File: config.mk
export PLATFORM = sky130hd
export DESIGN_NAME = pipe16_top
export DESIGN_NICKNAME = d
export VERILOG_FILES = /design/src/verilog/pipe16_pkg.sv /design/src/verilog/alu.sv /design/src/verilog/run_control.sv /design/src/verilog/fetch_stage.sv /design/src/verilog/decode_stage.sv /design/src/verilog/execute_stage.sv /design/src/verilog/register_file.sv /design/src/verilog/pipe16_top.sv
export SDC_FILE = /design/constraint.sdc
export NUM_CORES = 1
export LEC_CHECK = 0
export ABC_AREA = 1
export ABC_CLOCK_PERIOD_IN_PS = 7410
export BUFFER_PORTS_ARGS = -buffer_cell sky130_fd_sc_hd__buf_2
export CAP_MARGIN = 20
export CORE_MARGIN = 3
export CORE_UTILIZATION = 40
export DETAILED_ROUTE_END_ITERATION = 10
export GPL_TIMING_DRIVEN = 0
export MAX_ROUTING_LAYER = met4
export PLACE_DENSITY = 0.53
export SLEW_MARGIN = 20
export SYNTH_ARGS = -nofsm -noshare
export SYNTH_HDL_FRONTEND = slang
export SYNTH_HIERARCHICAL = 1
export SYNTH_SLANG_ARGS = --single-unit
File: constraint.sdc
create_clock -name clock -period 7.41 [get_ports clock]
set_input_delay 1.482 -clock clock [delete_from_list [all_inputs] [get_ports clock]]
set_output_delay 1.482 -clock clock [all_outputs]
set_load 0.02 [all_outputs]
File: src/verilog/pipe16_pkg.sv
package pipe16_pkg;

    typedef logic [15:0] word_t;
    typedef logic [7:0]  addr_t;
    typedef logic [2:0]  reg_idx_t;
    typedef logic [4:0]  opcode_t;
    typedef logic [15:0] instr_t;

    localparam int REG_COUNT = 8;

    ////////////////////////////////////////////////////////////
    // Opcodes
    ////////////////////////////////////////////////////////////
    localparam opcode_t OP_NOP   = 5'b00000;
    localparam opcode_t OP_HALT  = 5'b00001;
    localparam opcode_t OP_LOAD  = 5'b00010;
    localparam opcode_t OP_STORE = 5'b00011;
    localparam opcode_t OP_LDIH  = 5'b10000;
    localparam opcode_t OP_ADD   = 5'b01000;
    localparam opcode_t OP_ADDI  = 5'b01001;
    localparam opcode_t OP_ADDC  = 5'b10001;
    localparam opcode_t OP_SUB   = 5'b01010;
    localparam opcode_t OP_SUBI  = 5'b01011;
    localparam opcode_t OP_SUBC  = 5'b10010;
    localparam opcode_t OP_CMP   = 5'b01100;
    localparam opcode_t OP_AND   = 5'b01101;
    localparam opcode_t OP_OR    = 5'b01110;
    localparam opcode_t OP_XOR   = 5'b01111;
    localparam opcode_t OP_SLL   = 5'b00100;
    localparam opcode_t OP_SRL   = 5'b00110;
    localparam opcode_t OP_SLA   = 5'b00101;
    localparam opcode_t OP_SRA   = 5'b00111;
    localparam opcode_t OP_JUMP  = 5'b11000;
    localparam opcode_t OP_JMPR  = 5'b11001;
    localparam opcode_t OP_BZ    = 5'b11010;
    localparam opcode_t OP_BNZ   = 5'b11011;
    localparam opcode_t OP_BN    = 5'b11100;
    localparam opcode_t OP_BNN   = 5'b11101;
    localparam opcode_t OP_BC    = 5'b11110;
    localparam opcode_t OP_BNC   = 5'b11111;
    localparam opcode_t OP_NOR   = 5'b10101;
    localparam opcode_t OP_NXOR  = 5'b10110;
    localparam opcode_t OP_NAND  = 5'b10111;

    localparam instr_t INSTR_NOP = {OP_NOP, 11'b0};

    typedef enum logic {RUN_IDLE, RUN_EXEC} run_state_e;

    // One stage's outcome, seen by forwarding and writeback
    typedef struct packed {
        logic     writes;
        reg_idx_t dest;
        word_t    value;
        instr_t   instr;
    } stage_result_t;

    // r1 with 8-bit immediate
    function automatic logic is_reg_imm(opcode_t op);
        return op inside {OP_LDIH, OP_ADDI, OP_SUBI, OP_JUMP, OP_JMPR,
                          OP_BZ, OP_BNZ, OP_BN, OP_BNN, OP_BC, OP_BNC};
    endfunction

    // r1, r2 with 4-bit immediate
    function automatic logic is_two_reg(opcode_t op);
        return op inside {OP_LOAD, OP_STORE, OP_SLL, OP_SRL, OP_SLA, OP_SRA};
    endfunction

    function automatic logic writes_reg(opcode_t op);
        return op inside {OP_LOAD, OP_LDIH, OP_ADD, OP_ADDI, OP_ADDC, OP_SUB,
                          OP_SUBI, OP_SUBC, OP_AND, OP_OR, OP_XOR, OP_SLL,
                          OP_SRL, OP_SLA, OP_SRA, OP_NOR, OP_NAND, OP_NXOR};
    endfunction

    // Any source field of the format counts as a read
    function automatic logic reads_reg(instr_t ins, reg_idx_t idx);
        opcode_t op;
        op = ins[15:11];
        if (is_reg_imm(op))
            return ins[10:8] == idx;
        if (is_two_reg(op))
            return ins[6:4] == idx || (op == OP_STORE && ins[10:8] == idx);
        return ins[6:4] == idx || ins[2:0] == idx;
    endfunction

endpackage

File: src/verilog/alu.sv
`timescale 1ns/1ps

module alu (
    input  pipe16_pkg::opcode_t i_op,
    input  pipe16_pkg::word_t   i_a,
    input  pipe16_pkg::word_t   i_b,
    input  logic                i_carry,
    output pipe16_pkg::word_t   o_result,
    output logic                o_carry
);
    import pipe16_pkg::*;

    logic [16:0] wide;
    logic [3:0]  shamt;

    assign shamt = i_b[3:0];

    always_comb
    begin
        wide = '0;
        case (i_op)
            // Address and target sums
            OP_LOAD, OP_STORE, OP_JMPR,
            OP_BZ, OP_BNZ, OP_BN, OP_BNN, OP_BC, OP_BNC:
                wide[15:0] = i_a + i_b;
            OP_LDIH:
                wide[15:0] = i_a + {i_b[7:0], 8'b0};
            OP_ADD, OP_ADDI:
                wide = {1'b0, i_a} + {1'b0, i_b};
            OP_ADDC:
                wide = {1'b0, i_a} + {1'b0, i_b} + i_carry;
            // Borrow lands in bit 16
            OP_SUB, OP_SUBI, OP_CMP:
                wide = {1'b0, i_a} - {1'b0, i_b};
            OP_SUBC:
                wide = {1'b0, i_a} - {1'b0, i_b} - i_carry;
            OP_AND:  wide[15:0] = i_a & i_b;
            OP_OR:   wide[15:0] = i_a | i_b;
            OP_XOR:  wide[15:0] = i_a ^ i_b;
            OP_NAND: wide[15:0] = ~(i_a & i_b);
            OP_NOR:  wide[15:0] = ~(i_a | i_b);
            OP_NXOR: wide[15:0] = ~(i_a ^ i_b);
            OP_SLL, OP_SLA:
                wide[15:0] = i_a << shamt;
            OP_SRL:
                wide[15:0] = i_a >> shamt;
            OP_SRA:
                wide[15:0] = $signed(i_a) >>> shamt;
            OP_JUMP:
                wide[15:0] = i_b;
            default:
                wide = '0;
        endcase
    end

    assign o_result = wide[15:0];
    assign o_carry  = wide[16];

endmodule

File: src/verilog/run_control.sv
`timescale 1ns/1ps

module run_control (
    input  logic clock,
    input  logic reset,
    input  logic i_enable,
    input  logic i_start,
    input  logic i_halt_seen,
    output logic o_running
);
    import pipe16_pkg::*;

    run_state_e state_q, state_next;

    always_comb
    begin
        state_next = state_q;
        case (state_q)
            RUN_IDLE:
                if (i_enable && i_start)
                    state_next = RUN_EXEC;
            RUN_EXEC:
                if (!i_enable || i_halt_seen)
                    state_next = RUN_IDLE;
            default:
                state_next = RUN_IDLE;
        endcase
    end

    always_ff @(posedge clock or negedge reset)
    begin
        if (!reset)
            state_q <= RUN_IDLE;
        else
            state_q <= state_next;
    end

    assign o_running = (state_q == RUN_EXEC);

endmodule

File: src/verilog/fetch_stage.sv
`timescale 1ns/1ps

module fetch_stage (
    input  logic               clock,
    input  logic               reset,
    input  logic               i_running,
    input  pipe16_pkg::instr_t i_instr,
    output pipe16_pkg::addr_t  o_instr_addr,
    input  pipe16_pkg::instr_t i_decode_instr,
    input  logic               i_branch_taken,
    input  pipe16_pkg::addr_t  i_branch_target,
    output pipe16_pkg::instr_t o_fetched
);
    import pipe16_pkg::*;

    addr_t  pc_q;
    instr_t fetched_q;
    logic   load_use;

    // Result of a LOAD in decode is not ready for the next instruction
    assign load_use = (i_decode_instr[15:11] == OP_LOAD)
                   && reads_reg(i_instr, i_decode_instr[10:8]);

    always_ff @(posedge clock or negedge reset)
    begin
        if (!reset)
        begin
            pc_q      <= '0;
            fetched_q <= INSTR_NOP;
        end
        else if (i_running)
        begin
            if (i_branch_taken)
            begin
                pc_q      <= i_branch_target;
                fetched_q <= INSTR_NOP;
            end
            else if (load_use)
                fetched_q <= INSTR_NOP;
            else
            begin
                pc_q      <= pc_q + 1'b1;
                fetched_q <= i_instr;
            end
        end
    end

    assign o_instr_addr = pc_q;
    assign o_fetched    = fetched_q;

endmodule

File: src/verilog/decode_stage.sv
`timescale 1ns/1ps

module decode_stage (
    input  logic                      clock,
    input  logic                      reset,
    input  logic                      i_running,
    input  pipe16_pkg::instr_t        i_fetched,
    input  pipe16_pkg::stage_result_t i_exec_result,
    input  pipe16_pkg::stage_result_t i_mem_result,
    input  pipe16_pkg::stage_result_t i_wb_result,
    output pipe16_pkg::reg_idx_t      o_read_a,
    output pipe16_pkg::reg_idx_t      o_read_b,
    input  pipe16_pkg::word_t         i_reg_a,
    input  pipe16_pkg::word_t         i_reg_b,
    input  logic                      i_branch_taken,
    output pipe16_pkg::instr_t        o_instr,
    output pipe16_pkg::word_t         o_operand_a,
    output pipe16_pkg::word_t         o_operand_b,
    output pipe16_pkg::word_t         o_store_data
);
    import pipe16_pkg::*;

    opcode_t op;
    logic    reg_imm, two_reg, is_store;
    word_t   fwd_a, fwd_b;
    word_t   operand_b_next;

    instr_t  instr_q;
    word_t   operand_a_q, operand_b_q, store_q;

    // Youngest writer wins
    function automatic word_t forward(reg_idx_t idx, word_t reg_value);
        if (i_exec_result.writes && i_exec_result.dest == idx)
            return i_exec_result.value;
        if (i_mem_result.writes && i_mem_result.dest == idx)
            return i_mem_result.value;
        if (i_wb_result.writes && i_wb_result.dest == idx)
            return i_wb_result.value;
        return reg_value;
    endfunction

    assign op       = i_fetched[15:11];
    assign reg_imm  = is_reg_imm(op);
    assign two_reg  = is_two_reg(op);
    assign is_store = (op == OP_STORE);

    ////////////////////////////////////////////////////////////
    // Operand selection
    ////////////////////////////////////////////////////////////
    assign o_read_a = reg_imm  ? i_fetched[10:8] : i_fetched[6:4];
    assign o_read_b = is_store ? i_fetched[10:8] : i_fetched[2:0];

    always_comb
    begin
        fwd_a = forward(o_read_a, i_reg_a);
        fwd_b = forward(o_read_b, i_reg_b);
    end

    always_comb
    begin
        if (reg_imm)
            operand_b_next = {8'b0, i_fetched[7:0]};
        else if (two_reg)
            operand_b_next = {12'b0, i_fetched[3:0]};
        else
            operand_b_next = fwd_b;
    end

    always_ff @(posedge clock or negedge reset)
    begin
        if (!reset)
            instr_q <= INSTR_NOP;
        else if (i_running)
            instr_q <= i_branch_taken ? INSTR_NOP : i_fetched;
    end

    always_ff @(posedge clock)
    begin
        if (i_running)
        begin
            operand_a_q <= fwd_a;
            operand_b_q <= operand_b_next;
            store_q     <= is_store ? fwd_b : '0;
        end
    end

    assign o_instr      = instr_q;
    assign o_operand_a  = operand_a_q;
    assign o_operand_b  = operand_b_q;
    assign o_store_data = store_q;

endmodule

File: src/verilog/execute_stage.sv
`timescale 1ns/1ps

module execute_stage (
    input  logic                      clock,
    input  logic                      reset,
    input  logic                      i_running,
    input  pipe16_pkg::instr_t        i_instr,
    input  pipe16_pkg::word_t         i_operand_a,
    input  pipe16_pkg::word_t         i_operand_b,
    input  pipe16_pkg::word_t         i_store_data,
    input  pipe16_pkg::word_t         i_data_rdata,
    output pipe16_pkg::stage_result_t o_exec_result,
    output pipe16_pkg::stage_result_t o_mem_result,
    output pipe16_pkg::addr_t         o_data_addr,
    output pipe16_pkg::word_t         o_data_wdata,
    output logic                      o_data_we,
    output logic                      o_branch_taken,
    output pipe16_pkg::addr_t         o_branch_target
);
    import pipe16_pkg::*;

    opcode_t ex_op, mem_op;
    word_t   alu_result;
    logic    alu_carry;
    logic    sets_c, sets_zn;

    instr_t  mem_instr_q;
    word_t   alu_q, store_q;
    logic    we_q, zf_q, nf_q, cf_q;

    assign ex_op  = i_instr[15:11];
    assign mem_op = mem_instr_q[15:11];

    alu alu0 (
        .i_op     (ex_op),
        .i_a      (i_operand_a),
        .i_b      (i_operand_b),
        .i_carry  (cf_q),
        .o_result (alu_result),
        .o_carry  (alu_carry)
    );

    assign sets_c  = ex_op inside {OP_ADD, OP_ADDI, OP_ADDC, OP_SUB, OP_SUBI, OP_SUBC, OP_CMP};
    assign sets_zn = sets_c || (ex_op == OP_LDIH);

    ////////////////////////////////////////////////////////////
    // Branch decision, memory stage
    ////////////////////////////////////////////////////////////
    always_comb
    begin
        case (mem_op)
            OP_BZ:   o_branch_taken = zf_q;
            OP_BNZ:  o_branch_taken = !zf_q;
            OP_BN:   o_branch_taken = nf_q;
            OP_BNN:  o_branch_taken = !nf_q;
            OP_BC:   o_branch_taken = cf_q;
            OP_BNC:  o_branch_taken = !cf_q;
            OP_JUMP: o_branch_taken = 1'b1;
            OP_JMPR: o_branch_taken = 1'b1;
            default: o_branch_taken = 1'b0;
        endcase
    end

    // Instruction in execute is squashed by a taken branch
    always_ff @(posedge clock or negedge reset)
    begin
        if (!reset)
        begin
            mem_instr_q <= INSTR_NOP;
            we_q        <= 1'b0;
            zf_q        <= 1'b0;
            nf_q        <= 1'b0;
            cf_q        <= 1'b0;
        end
        else if (i_running)
        begin
            mem_instr_q <= o_branch_taken ? INSTR_NOP : i_instr;
            we_q        <= (ex_op == OP_STORE) && !o_branch_taken;
            if (sets_zn && !o_branch_taken)
            begin
                zf_q <= (alu_result == '0);
                nf_q <= alu_result[15];
            end
            if (sets_c && !o_branch_taken)
                cf_q <= alu_carry;
        end
    end

    always_ff @(posedge clock)
    begin
        if (i_running)
        begin
            alu_q   <= alu_result;
            store_q <= i_store_data;
        end
    end

    assign o_exec_result = '{writes: writes_reg(ex_op), dest: i_instr[10:8],
                             value: alu_result, instr: i_instr};
    assign o_mem_result  = '{writes: writes_reg(mem_op), dest: mem_instr_q[10:8],
                             value: (mem_op == OP_LOAD) ? i_data_rdata : alu_q,
                             instr: mem_instr_q};

    assign o_data_addr     = alu_q[7:0];
    assign o_data_wdata    = store_q;
    assign o_data_we       = we_q && i_running;
    assign o_branch_target = alu_q[7:0];

endmodule

File: src/verilog/register_file.sv
`timescale 1ns/1ps

module register_file (
    input  logic                      clock,
    input  logic                      reset,
    input  logic                      i_running,
    input  pipe16_pkg::stage_result_t i_mem_result,
    input  pipe16_pkg::reg_idx_t      i_read_a,
    input  pipe16_pkg::reg_idx_t      i_read_b,
    output pipe16_pkg::word_t         o_reg_a,
    output pipe16_pkg::word_t         o_reg_b,
    output pipe16_pkg::stage_result_t o_wb_result,
    output logic                      o_halt_seen,
    input  pipe16_pkg::reg_idx_t      i_debug_sel,
    output pipe16_pkg::word_t         o_debug_data
);
    import pipe16_pkg::*;

    stage_result_t wb_q;
    word_t         regs [REG_COUNT];

    // Registers are written one edge after the writeback register
    always_ff @(posedge clock or negedge reset)
    begin
        if (!reset)
        begin
            wb_q <= '0;
            for (int i = 0; i < REG_COUNT; i++)
                regs[i] <= '0;
        end
        else if (i_running)
        begin
            wb_q <= i_mem_result;
            if (wb_q.writes)
                regs[wb_q.dest] <= wb_q.value;
        end
    end

    assign o_reg_a      = regs[i_read_a];
    assign o_reg_b      = regs[i_read_b];
    assign o_debug_data = regs[i_debug_sel];
    assign o_wb_result  = wb_q;
    assign o_halt_seen  = (wb_q.instr[15:11] == OP_HALT);

endmodule

File: src/verilog/pipe16_top.sv
`timescale 1ns/1ps

module pipe16_top (
    input  logic               clock,
    input  logic               reset,
    input  logic               i_enable,
    input  logic               i_start,
    output pipe16_pkg::addr_t  o_instr_addr,
    input  pipe16_pkg::instr_t i_instr,
    output pipe16_pkg::addr_t  o_data_addr,
    output pipe16_pkg::word_t  o_data_wdata,
    output logic               o_data_we,
    input  pipe16_pkg::word_t  i_data_rdata,
    input  pipe16_pkg::reg_idx_t i_debug_sel,
    output pipe16_pkg::word_t  o_debug_data,
    output logic               o_running
);
    import pipe16_pkg::*;

    logic          halt_seen;
    logic          branch_taken;
    addr_t         branch_target;
    instr_t        fetched;
    instr_t        exec_instr;
    word_t         operand_a, operand_b, store_data;
    stage_result_t exec_result, mem_result, wb_result;
    reg_idx_t      read_a, read_b;
    word_t         reg_a, reg_b;

    run_control run_control0 (
        .clock       (clock),
        .reset       (reset),
        .i_enable    (i_enable),
        .i_start     (i_start),
        .i_halt_seen (halt_seen),
        .o_running   (o_running)
    );

    // Fetch register doubles as the decode-stage instruction
    fetch_stage fetch0 (
        .clock           (clock),
        .reset           (reset),
        .i_running       (o_running),
        .i_instr         (i_instr),
        .o_instr_addr    (o_instr_addr),
        .i_decode_instr  (fetched),
        .i_branch_taken  (branch_taken),
        .i_branch_target (branch_target),
        .o_fetched       (fetched)
    );

    decode_stage decode0 (
        .clock          (clock),
        .reset          (reset),
        .i_running      (o_running),
        .i_fetched      (fetched),
        .i_exec_result  (exec_result),
        .i_mem_result   (mem_result),
        .i_wb_result    (wb_result),
        .o_read_a       (read_a),
        .o_read_b       (read_b),
        .i_reg_a        (reg_a),
        .i_reg_b        (reg_b),
        .i_branch_taken (branch_taken),
        .o_instr        (exec_instr),
        .o_operand_a    (operand_a),
        .o_operand_b    (operand_b),
        .o_store_data   (store_data)
    );

    execute_stage execute0 (
        .clock           (clock),
        .reset           (reset),
        .i_running       (o_running),
        .i_instr         (exec_instr),
        .i_operand_a     (operand_a),
        .i_operand_b     (operand_b),
        .i_store_data    (store_data),
        .i_data_rdata    (i_data_rdata),
        .o_exec_result   (exec_result),
        .o_mem_result    (mem_result),
        .o_data_addr     (o_data_addr),
        .o_data_wdata    (o_data_wdata),
        .o_data_we       (o_data_we),
        .o_branch_taken  (branch_taken),
        .o_branch_target (branch_target)
    );

    register_file register_file0 (
        .clock        (clock),
        .reset        (reset),
        .i_running    (o_running),
        .i_mem_result (mem_result),
        .i_read_a     (read_a),
        .i_read_b     (read_b),
        .o_reg_a      (reg_a),
        .o_reg_b      (reg_b),
        .o_wb_result  (wb_result),
        .o_halt_seen  (halt_seen),
        .i_debug_sel  (i_debug_sel),
        .o_debug_data (o_debug_data)
    );

endmodule

==> results.md, run 1 <==
- Status: completed
- Slew Limit Fails: 0
- Clock group share of total power: 12.0%
- Setup Skew: around 16 ps
- Syn Inst Count: 3,841
- Syn Area/Cell: between 6 and 7 um^2
- Post-CTS Setup Inserts: 0
- Seq pwr share: 19.7%
- Final nets: ~4,100
- IO Count: 89
- Synth-to-layout area growth: 11.1%
- Rel. slew slack: a little under two fifths
- Number of instances in the placed design: between 4,000 and 5,000
- Syn Std Cell Area: 23,900 um^2
- CTS Root Cell: clkbuf_16
- Critical Path Sink Type: flip-flop
- WP data required: 7670 ps
- H-tree depth: 2
- PortBufs: 86
- Post-DR wirelength/cell: approximately 22 um
- Post-Layout Cell Count: around 4,800
- Die Y: ~250 um
- Iteration-0 DRC Markers: slightly above 3,000
- Startpoint types: flip-flop
- CP Max Fanout: 12
- Switching share of total power: about 58%
- TNS Setup: 0 ps
- Cell Rows: between 80 and 90
- Die area: approximately 63,000 um^2
- First-pass GRT wire length: roughly 150,000 um
- Gr ovfl total: 0
- Final worst path period share: 70.1%
- Reg2Reg Setup Slack: between 2000 and 2500 ps
- P per Cell Area: 546 nW/um^2
- CTS Buf Count: 36
- Net switching power: 8490 uW
- Most frequent cells in the layout: nand2_1, inv_1, nand3_1
- Setup-failing EPs final: 0
- Max Freq: 193 MHz
- Crit Path Category: flip-flop to flip-flop
- # fillers: approximately 6,500
- Slew @ Worst Pin: 919 ps
- Ys Warns: 6
- CTS tree: yes
- Hold Crit Class: flip-flop to flip-flop
- Largest net degree at the start of global routing: 82
- Core area: 59,100 um^2
- Skew-Pair Late Insertion Delay: ~560 ps
- DRC: 0
- Final hold viol count: 0
- Routed Antenna Nets: 0
- Delay-heaviest family, CP: simple AND/OR/NAND/NOR gates
- Clock Tree Buf Depth: 3
- Max VDD drop: between 0.2 and 0.25 mV
- Clk sinks: 278
- Critical-path top delay cell: edfxtp_1
- Reg2Reg Depth: 20
- Clk slew on worst S/H paths: about 50 ps
- Hold_buf cts: 0
- Die width: between 200 and 300 um
- Leak: ~0.014 uW
- PostCTS Resize Cnt: 0
- Worst-path cell chain: clkbuf_1, inv_1, buf_2, buf_2, fa_1, inv_1, nand3_2, nand2_1, nand3_1, nand3_1, nand2_1, nand2_1, nand2_1, nor2_1, nand4_1, nand3_1, nand3_1, or2_1, nand2_1, nor2_1
- Worst R2R Start: decode0/o_operand_b[1]$_DFFE_PP_
- Min-delay src: decode0/o_store_data[13]$_SDFFCE_PN0P_
- Final min period: about 5200 ps
- Commonest non-fill, non-tap cell in the layout: nand2_1
- Unrepaired setup endpoints after global routing: no
- Reg-to-reg endpoint: decode0/o_store_data[15]$_SDFFCE_PN0P_
- CP most frequent cell: nand2_1
- Hold depth: 0
- Global-route usage over all layers: between 30% and 40%
- Post-DP HPWL: 82,000 um
- Critical path's largest stage delay: between 600 and 700 ps
- Bufs and invs on worst path: 5
- Post-Syn Nets: around 4,000
- Hold Path Sink: execute0/o_data_wdata[13]$_DFFE_PP_
- Internal power: roughly 6000 uW
- Vias in the first global route: 23,998
- DRT Wirelength: 103,000 um
- Max_cap viols: 0
- Gate power share: around two thirds
- Vias: between 20,000 and 30,000
- Worst Path Arrival: between 5000 and 6000 ps
- Layout cells sized above 1: between 10% and 20%
- Initial core utilization: just over 40%
- Initial antenna violation count: 0
- GPL Wtd Cong: around 1.0
- Drt via density: 5.44
- Drt first pass iters: 7
[worst register-to-register path, delay by kind of cell (launching register included)]
family / cells / cell delay [ps]
adders and majority gates: 1 / 560
buffers and inverters: 5 / 1220
DFF: 1 / 640
and+or+nand+nor: 14 / 2470
[through the flow]
stage	power [uW]	hold WS [ps]	cell area (um^2)	util [%]	setup slack, ps
2_1_floorplan	9110	400	23900	-	3040
3_3_place_gp	12500	401	25300	42.8	949
3_5_place_dp	12500	405	25400	43.0	2440
4_1_cts	14300	418	26600	45.0	2420
5_1_grt	15600	426	26600	45.0	2090
6_report	14500	417	26600	45.0	2220
[power groups by stage]
stage / Clock, uW / Sequential, uW / Combinational [uW]
6_report: 1740 / 2850 / 9920
4_1_cts: 1780 / 2840 / 9690
2_1_floorplan: 0 / 2680 / 6420
3_3_place_gp: 0 / 2870 / 9630
5_1_grt: 1850 / 2920 / 10900
3_5_place_dp: 0 / 2850 / 9660
[metal layers]
layer / vias to the layer above / track usage (%) / share of wire (%)
met5: - / - / 0
met4: 0 / 10.1 / 3.4
met3: 165 / 4.85 / 8.8
met2: 1177 / 49.7 / 43
met1: 12196 / 46.9 / 44
li1: 12429 / - / -
[how the worst max path moves through the flow]
| stage | start | end | slack [ps] | depth (start not counted) |
|---|---|---|---|---|
| after floorplan | run_control0/o_running$_DFF_PN0_ | o_data_we | 3040 | 4 |
| after global placement | reset | register_file0/regs[45]$_DFFE_PN0P_ | 950 | 1 |
| after detailed placement | decode0/o_operand_b[1]$_DFFE_PP_ | decode0/o_store_data[15]$_SDFFCE_PN0P_ | 2440 | 20 |
| after CTS | decode0/o_operand_b[1]$_DFFE_PP_ | decode0/o_store_data[15]$_SDFFCE_PN0P_ | 2420 | 20 |
| after global routing | decode0/o_operand_b[3]$_DFFE_PP_ | decode0/o_store_data[15]$_SDFFCE_PN0P_ | 2090 | 20 |
| final | decode0/o_operand_b[1]$_DFFE_PP_ | decode0/o_store_data[15]$_SDFFCE_PN0P_ | 2220 | 20 |
[registers in the layout (all words and copies together) (netlist names)]
name / cells
decode0/o_operand_a: 16
execute0/cf_q: 1
execute0/mem_instr_q: 8
execute0/we_q: 1
register_file0/regs: 128
fetch0/o_instr_addr: 8
decode0/o_store_data: 16
execute0/zf_q: 1
run_control0/o_running: 1
execute0/o_data_wdata: 16
execute0/alu_q: 16
decode0/o_operand_b: 16
decode0/o_instr: 8
execute0/nf_q: 1
fetch0/o_fetched: 16
register_file0/o_wb_result: 25
[area by class of cell]
| class | count | area [um^2] | area share, % |
|---|---|---|---|
| multi-input cells | 2861 | 13600 | 51.2 |
| flip-flops and latches | 278 | 7360 | 27.7 |
| inverters | 507 | 1910 | 7.17 |
| plain buffers | 195 | 1050 | 3.96 |
| clock buffers | 50 | 995 | 3.74 |
| well taps | 773 | 967 | 3.64 |
| repair buffers | 89 | 523 | 1.97 |
| clock inverters | 15 | 173 | 0.649 |
| diodes | 1 | 2.50 | 0.00941 |
Note: power is estimated with default switching activity, not from simulation.
==> run 2, diff against run 1 <==
--- a/config.mk
+++ b/config.mk
@@ -6,7 +6,7 @@
 export NUM_CORES = 1
 export LEC_CHECK = 0
 export ABC_AREA = 1
-export ABC_CLOCK_PERIOD_IN_PS = 7410
+export ABC_CLOCK_PERIOD_IN_PS = 4500
 export BUFFER_PORTS_ARGS = -buffer_cell sky130_fd_sc_hd__buf_2
 export CAP_MARGIN = 20
 export CORE_MARGIN = 3
@@ -14,7 +14,7 @@
 export DETAILED_ROUTE_END_ITERATION = 10
 export GPL_TIMING_DRIVEN = 0
 export MAX_ROUTING_LAYER = met4
-export PLACE_DENSITY = 0.53
+export PLACE_DENSITY = 0.55
 export SLEW_MARGIN = 20
 export SYNTH_ARGS = -nofsm -noshare
 export SYNTH_HDL_FRONTEND = slang
==> constraint.sdc (replaced) <==
create_clock -name clock -period 4.5 [get_ports clock]
set_input_delay 0.9 -clock clock [delete_from_list [all_inputs] [get_ports clock]]
set_output_delay 0.9 -clock clock [all_outputs]
set_load 0.02 [all_outputs]
==> run 2 against run 1 <==
Total power increased by 66%. Sequential share of layout area down 0.062 points. First-iteration DRC count is 6.0% higher. Largest cell class unchanged. Clock-buffer cell count fell by 3. Global-route usage grew 0.56 points. Die area unchanged. Critical path type unchanged. Worst hold slack worse by 160 ps.
==> results.md, run 2 (synthesized netlist as in run 1, its figures left out) <==
- IO Count: 89 (unchanged)
- Design area: 26,700 um^2 (+0.23%)
- Crit Path Category: flip-flop to flip-flop
- CP Max Fanout: 10 (-2)
- Multi-input gate area: 13,700 um^2 (+0.29%)
- PortBufs: 86 (unchanged)
- WP data required: 4770 ps (-2900 ps)
- Status: completed
- Startpoint types: flip-flop
- Drt via density: 5.44 (about the same)
- Layout cells sized above 1: 11.9% (+0.56 points)
- Vias in the first global route: 24,044 (+0.19%)
- Setup-failing EPs final: 0 (unchanged)
- Die Y: 251 um (unchanged)
- Leak: 0.0141 uW (+0.40%)
- Critical-path top delay cell: edfxtp_1
- Rel. slew slack: 34.5% (-3.8 points)
- Vias: 25,986 (+0.073%)
- Most frequent cells in the layout: nand2_1, inv_1, nand3_1
- TNS Setup: 0 ps (unchanged)
- Global-route usage over all layers: 33.9% (+0.56 points)
- Final Util: 45.1% (+0.10 points)
- DRT Wirelength: 105,000 um (+2.7%)
- Slew @ Worst Pin: 975 ps (+56.0 ps)
- CTS Buf Count: 36 (unchanged)
- Clk sinks: 278 (unchanged)
- Final min period: 4310 ps (-883 ps)
- CTS Root Cell: clkbuf_16
- Post-DP Area: 25,400 um^2 (unchanged)
- First-pass GRT wire length: 155,000 um (+0.91%)
- Worst Path Arrival: 4570 ps (-880 ps)
- Critical path's largest stage delay: 580 ps (-60 ps)
- Largest net degree at the start of global routing: 81 (-1.2%)
- Critical Path Sink Type: flip-flop
- Die area: 62,800 um^2 (unchanged)
- Slew Limit Fails: 0 (unchanged)
- Final hold viol count: 0 (unchanged)
- Core area: 59,100 um^2 (unchanged)
- Max reg flops: 128 (unchanged)
- # fillers: 6,497 (+0.46%)
- Initial antenna violation count: 2 (+2)
- Routed Antenna Nets: 0 (unchanged)
- H-tree depth: 2 (unchanged)
- Post-DP HPWL: 83,800 um (+2.1%)
- Max_cap viols: 0 (unchanged)
- P per Cell Area: 905 nW/um^2 (+66%)
- Max VDD drop: 0.381 mV (+85%)
- Hold_buf cts: 0 (unchanged)
- GPL Wtd Cong: 1.04 (+0.81%)
- Final nets: 4,080 (+0.22%)
- Post-DR wirelength/cell: 22.1 um (+2.6%)
- Max Freq: 232 MHz (+21%)
- DRC: 0 (unchanged)
- Top reg by flops: register_file0/regs
- Storage cell area: 7360 um^2 (unchanged)
- Final worst path period share: 95.7% (+26 points)
- Initial core utilization: 40.5% (unchanged)
- Setup Skew: 20.9 ps (+5.36 ps)
- Gr ovfl total: 0 (unchanged)
- Synth-to-layout area growth: 11.4%
- Worst-path cell chain: buf_2, clkinvlp_4, ha_1, buf_6, nor2_2, nand3_1, nand3_2, nand2_1, nand3_1, nand2_1, nand2_1, nand2_1, nor2_1, nand4_1, nand3_1, nand3_2, or2_1, nand2_1, nor2_1
- Clk slew on worst S/H paths: 60 ps (about the same)
- Unrepaired setup endpoints after global routing: no
- Skew-Pair Late Insertion Delay: 550 ps (about the same)
- Die width: 251 um (unchanged)
- Iteration-0 DRC Markers: 3,232 (+6.0%)
- Commonest non-fill, non-tap cell in the layout: nand2_1
- Drt first pass iters: 6 (-1)
- CTS tree: yes
- Delay-heaviest family, CP: simple AND/OR/NAND/NOR gates
- Clock Tree Buf Depth: 3 (unchanged)
- CP most frequent cell: nand2_1
- Bufs and invs on worst path: 3 (-2)
- Cell Rows: 89 (unchanged)
- Hold Crit Class: input port to async pin
run 2: repair_timing:
action	CTS	global route
resized for setup	9	3
gates cloned	0	0
setup buffers	3	9
setup endpoints to repair	30	11
run 2: worst register-to-register path: stages (launching register included):
cell,delay (ps)
edfxtp_1,580
buf_2,370
clkinvlp_4,190
ha_1,340
buf_6,170
nor2_2,170
nand3_1,130
nand3_2,170
nand2_1,110
nand3_1,110
nand2_1,60
nand2_1,270
nand2_1,100
nor2_1,130
nand4_1,90
nand3_1,190
nand3_2,280
or2_1,320
nand2_1,180
nor2_1,70
run 2: layer usage:
layer,track usage [%],part of all wire [%],up-vias
li1,-,-,12441
met1,46.4,44,12189
met2,50.1,43,1131
met3,4.95,8.0,225
met4,14.7,5.1,0
met5,-,0,-
run 2: final timing paths:
path | slack (ps) | endpoint | start | depth (start not counted)
min in group clock | 420 | execute0/o_data_wdata[2]$_DFFE_PP_ | decode0/o_store_data[2]$_SDFFCE_PN0P_ | 0
max in group asynchronous | 3090 | register_file0/regs[126]$_DFFE_PN0P_ | reset | 3
worst max-delay path | 190 | decode0/o_store_data[15]$_SDFFCE_PN0P_ | decode0/o_operand_b[3]$_DFFE_PP_ | 19
worst max register to register | 190 | decode0/o_store_data[15]$_SDFFCE_PN0P_ | decode0/o_operand_b[3]$_DFFE_PP_ | 19
worst min-delay path | 260 | fetch0/o_instr_addr[6]$_DFFE_PN0P_ | reset | 1
worst min register to register | 420 | execute0/o_data_wdata[2]$_DFFE_PP_ | decode0/o_store_data[2]$_SDFFCE_PN0P_ | 0
run 2: report_power, final:
part	total [uW]	leakage, uW	switching (uW)	internal [uW]
logic	16700	0.0102	12100	4550
registers	4700	0.00339	939	3760
clock network	2740	0.000533	1160	1580
run 2: layout make-up:
cell class	instances	share of cell area, %
flip-flops and latches	278	27.6
clock inverters	15	0.516
inverters	507	7.18
multi-input cells	2861	51.2
repair buffers	101	2.30
plain buffers	192	3.91
clock buffers	47	3.61
diodes	1	0.00939
well taps	773	3.63
run 2: per-stage QoR:
| stage | hold slack [ps] | worst slack (ps) | cells | power (uW) |
|---|---|---|---|---|
| after global routing | 280 | 0.644 | 4775 | 25800 |
| after global placement | 402 | -1320 | 4700 | 20800 |
| after CTS | 259 | 80.3 | 4766 | 23700 |
| after detailed placement | 405 | -455 | 4703 | 20800 |
| after floorplan | 400 | 711 | 3841 | 15000 |
| final | 258 | 192 | 4775 | 24100 |
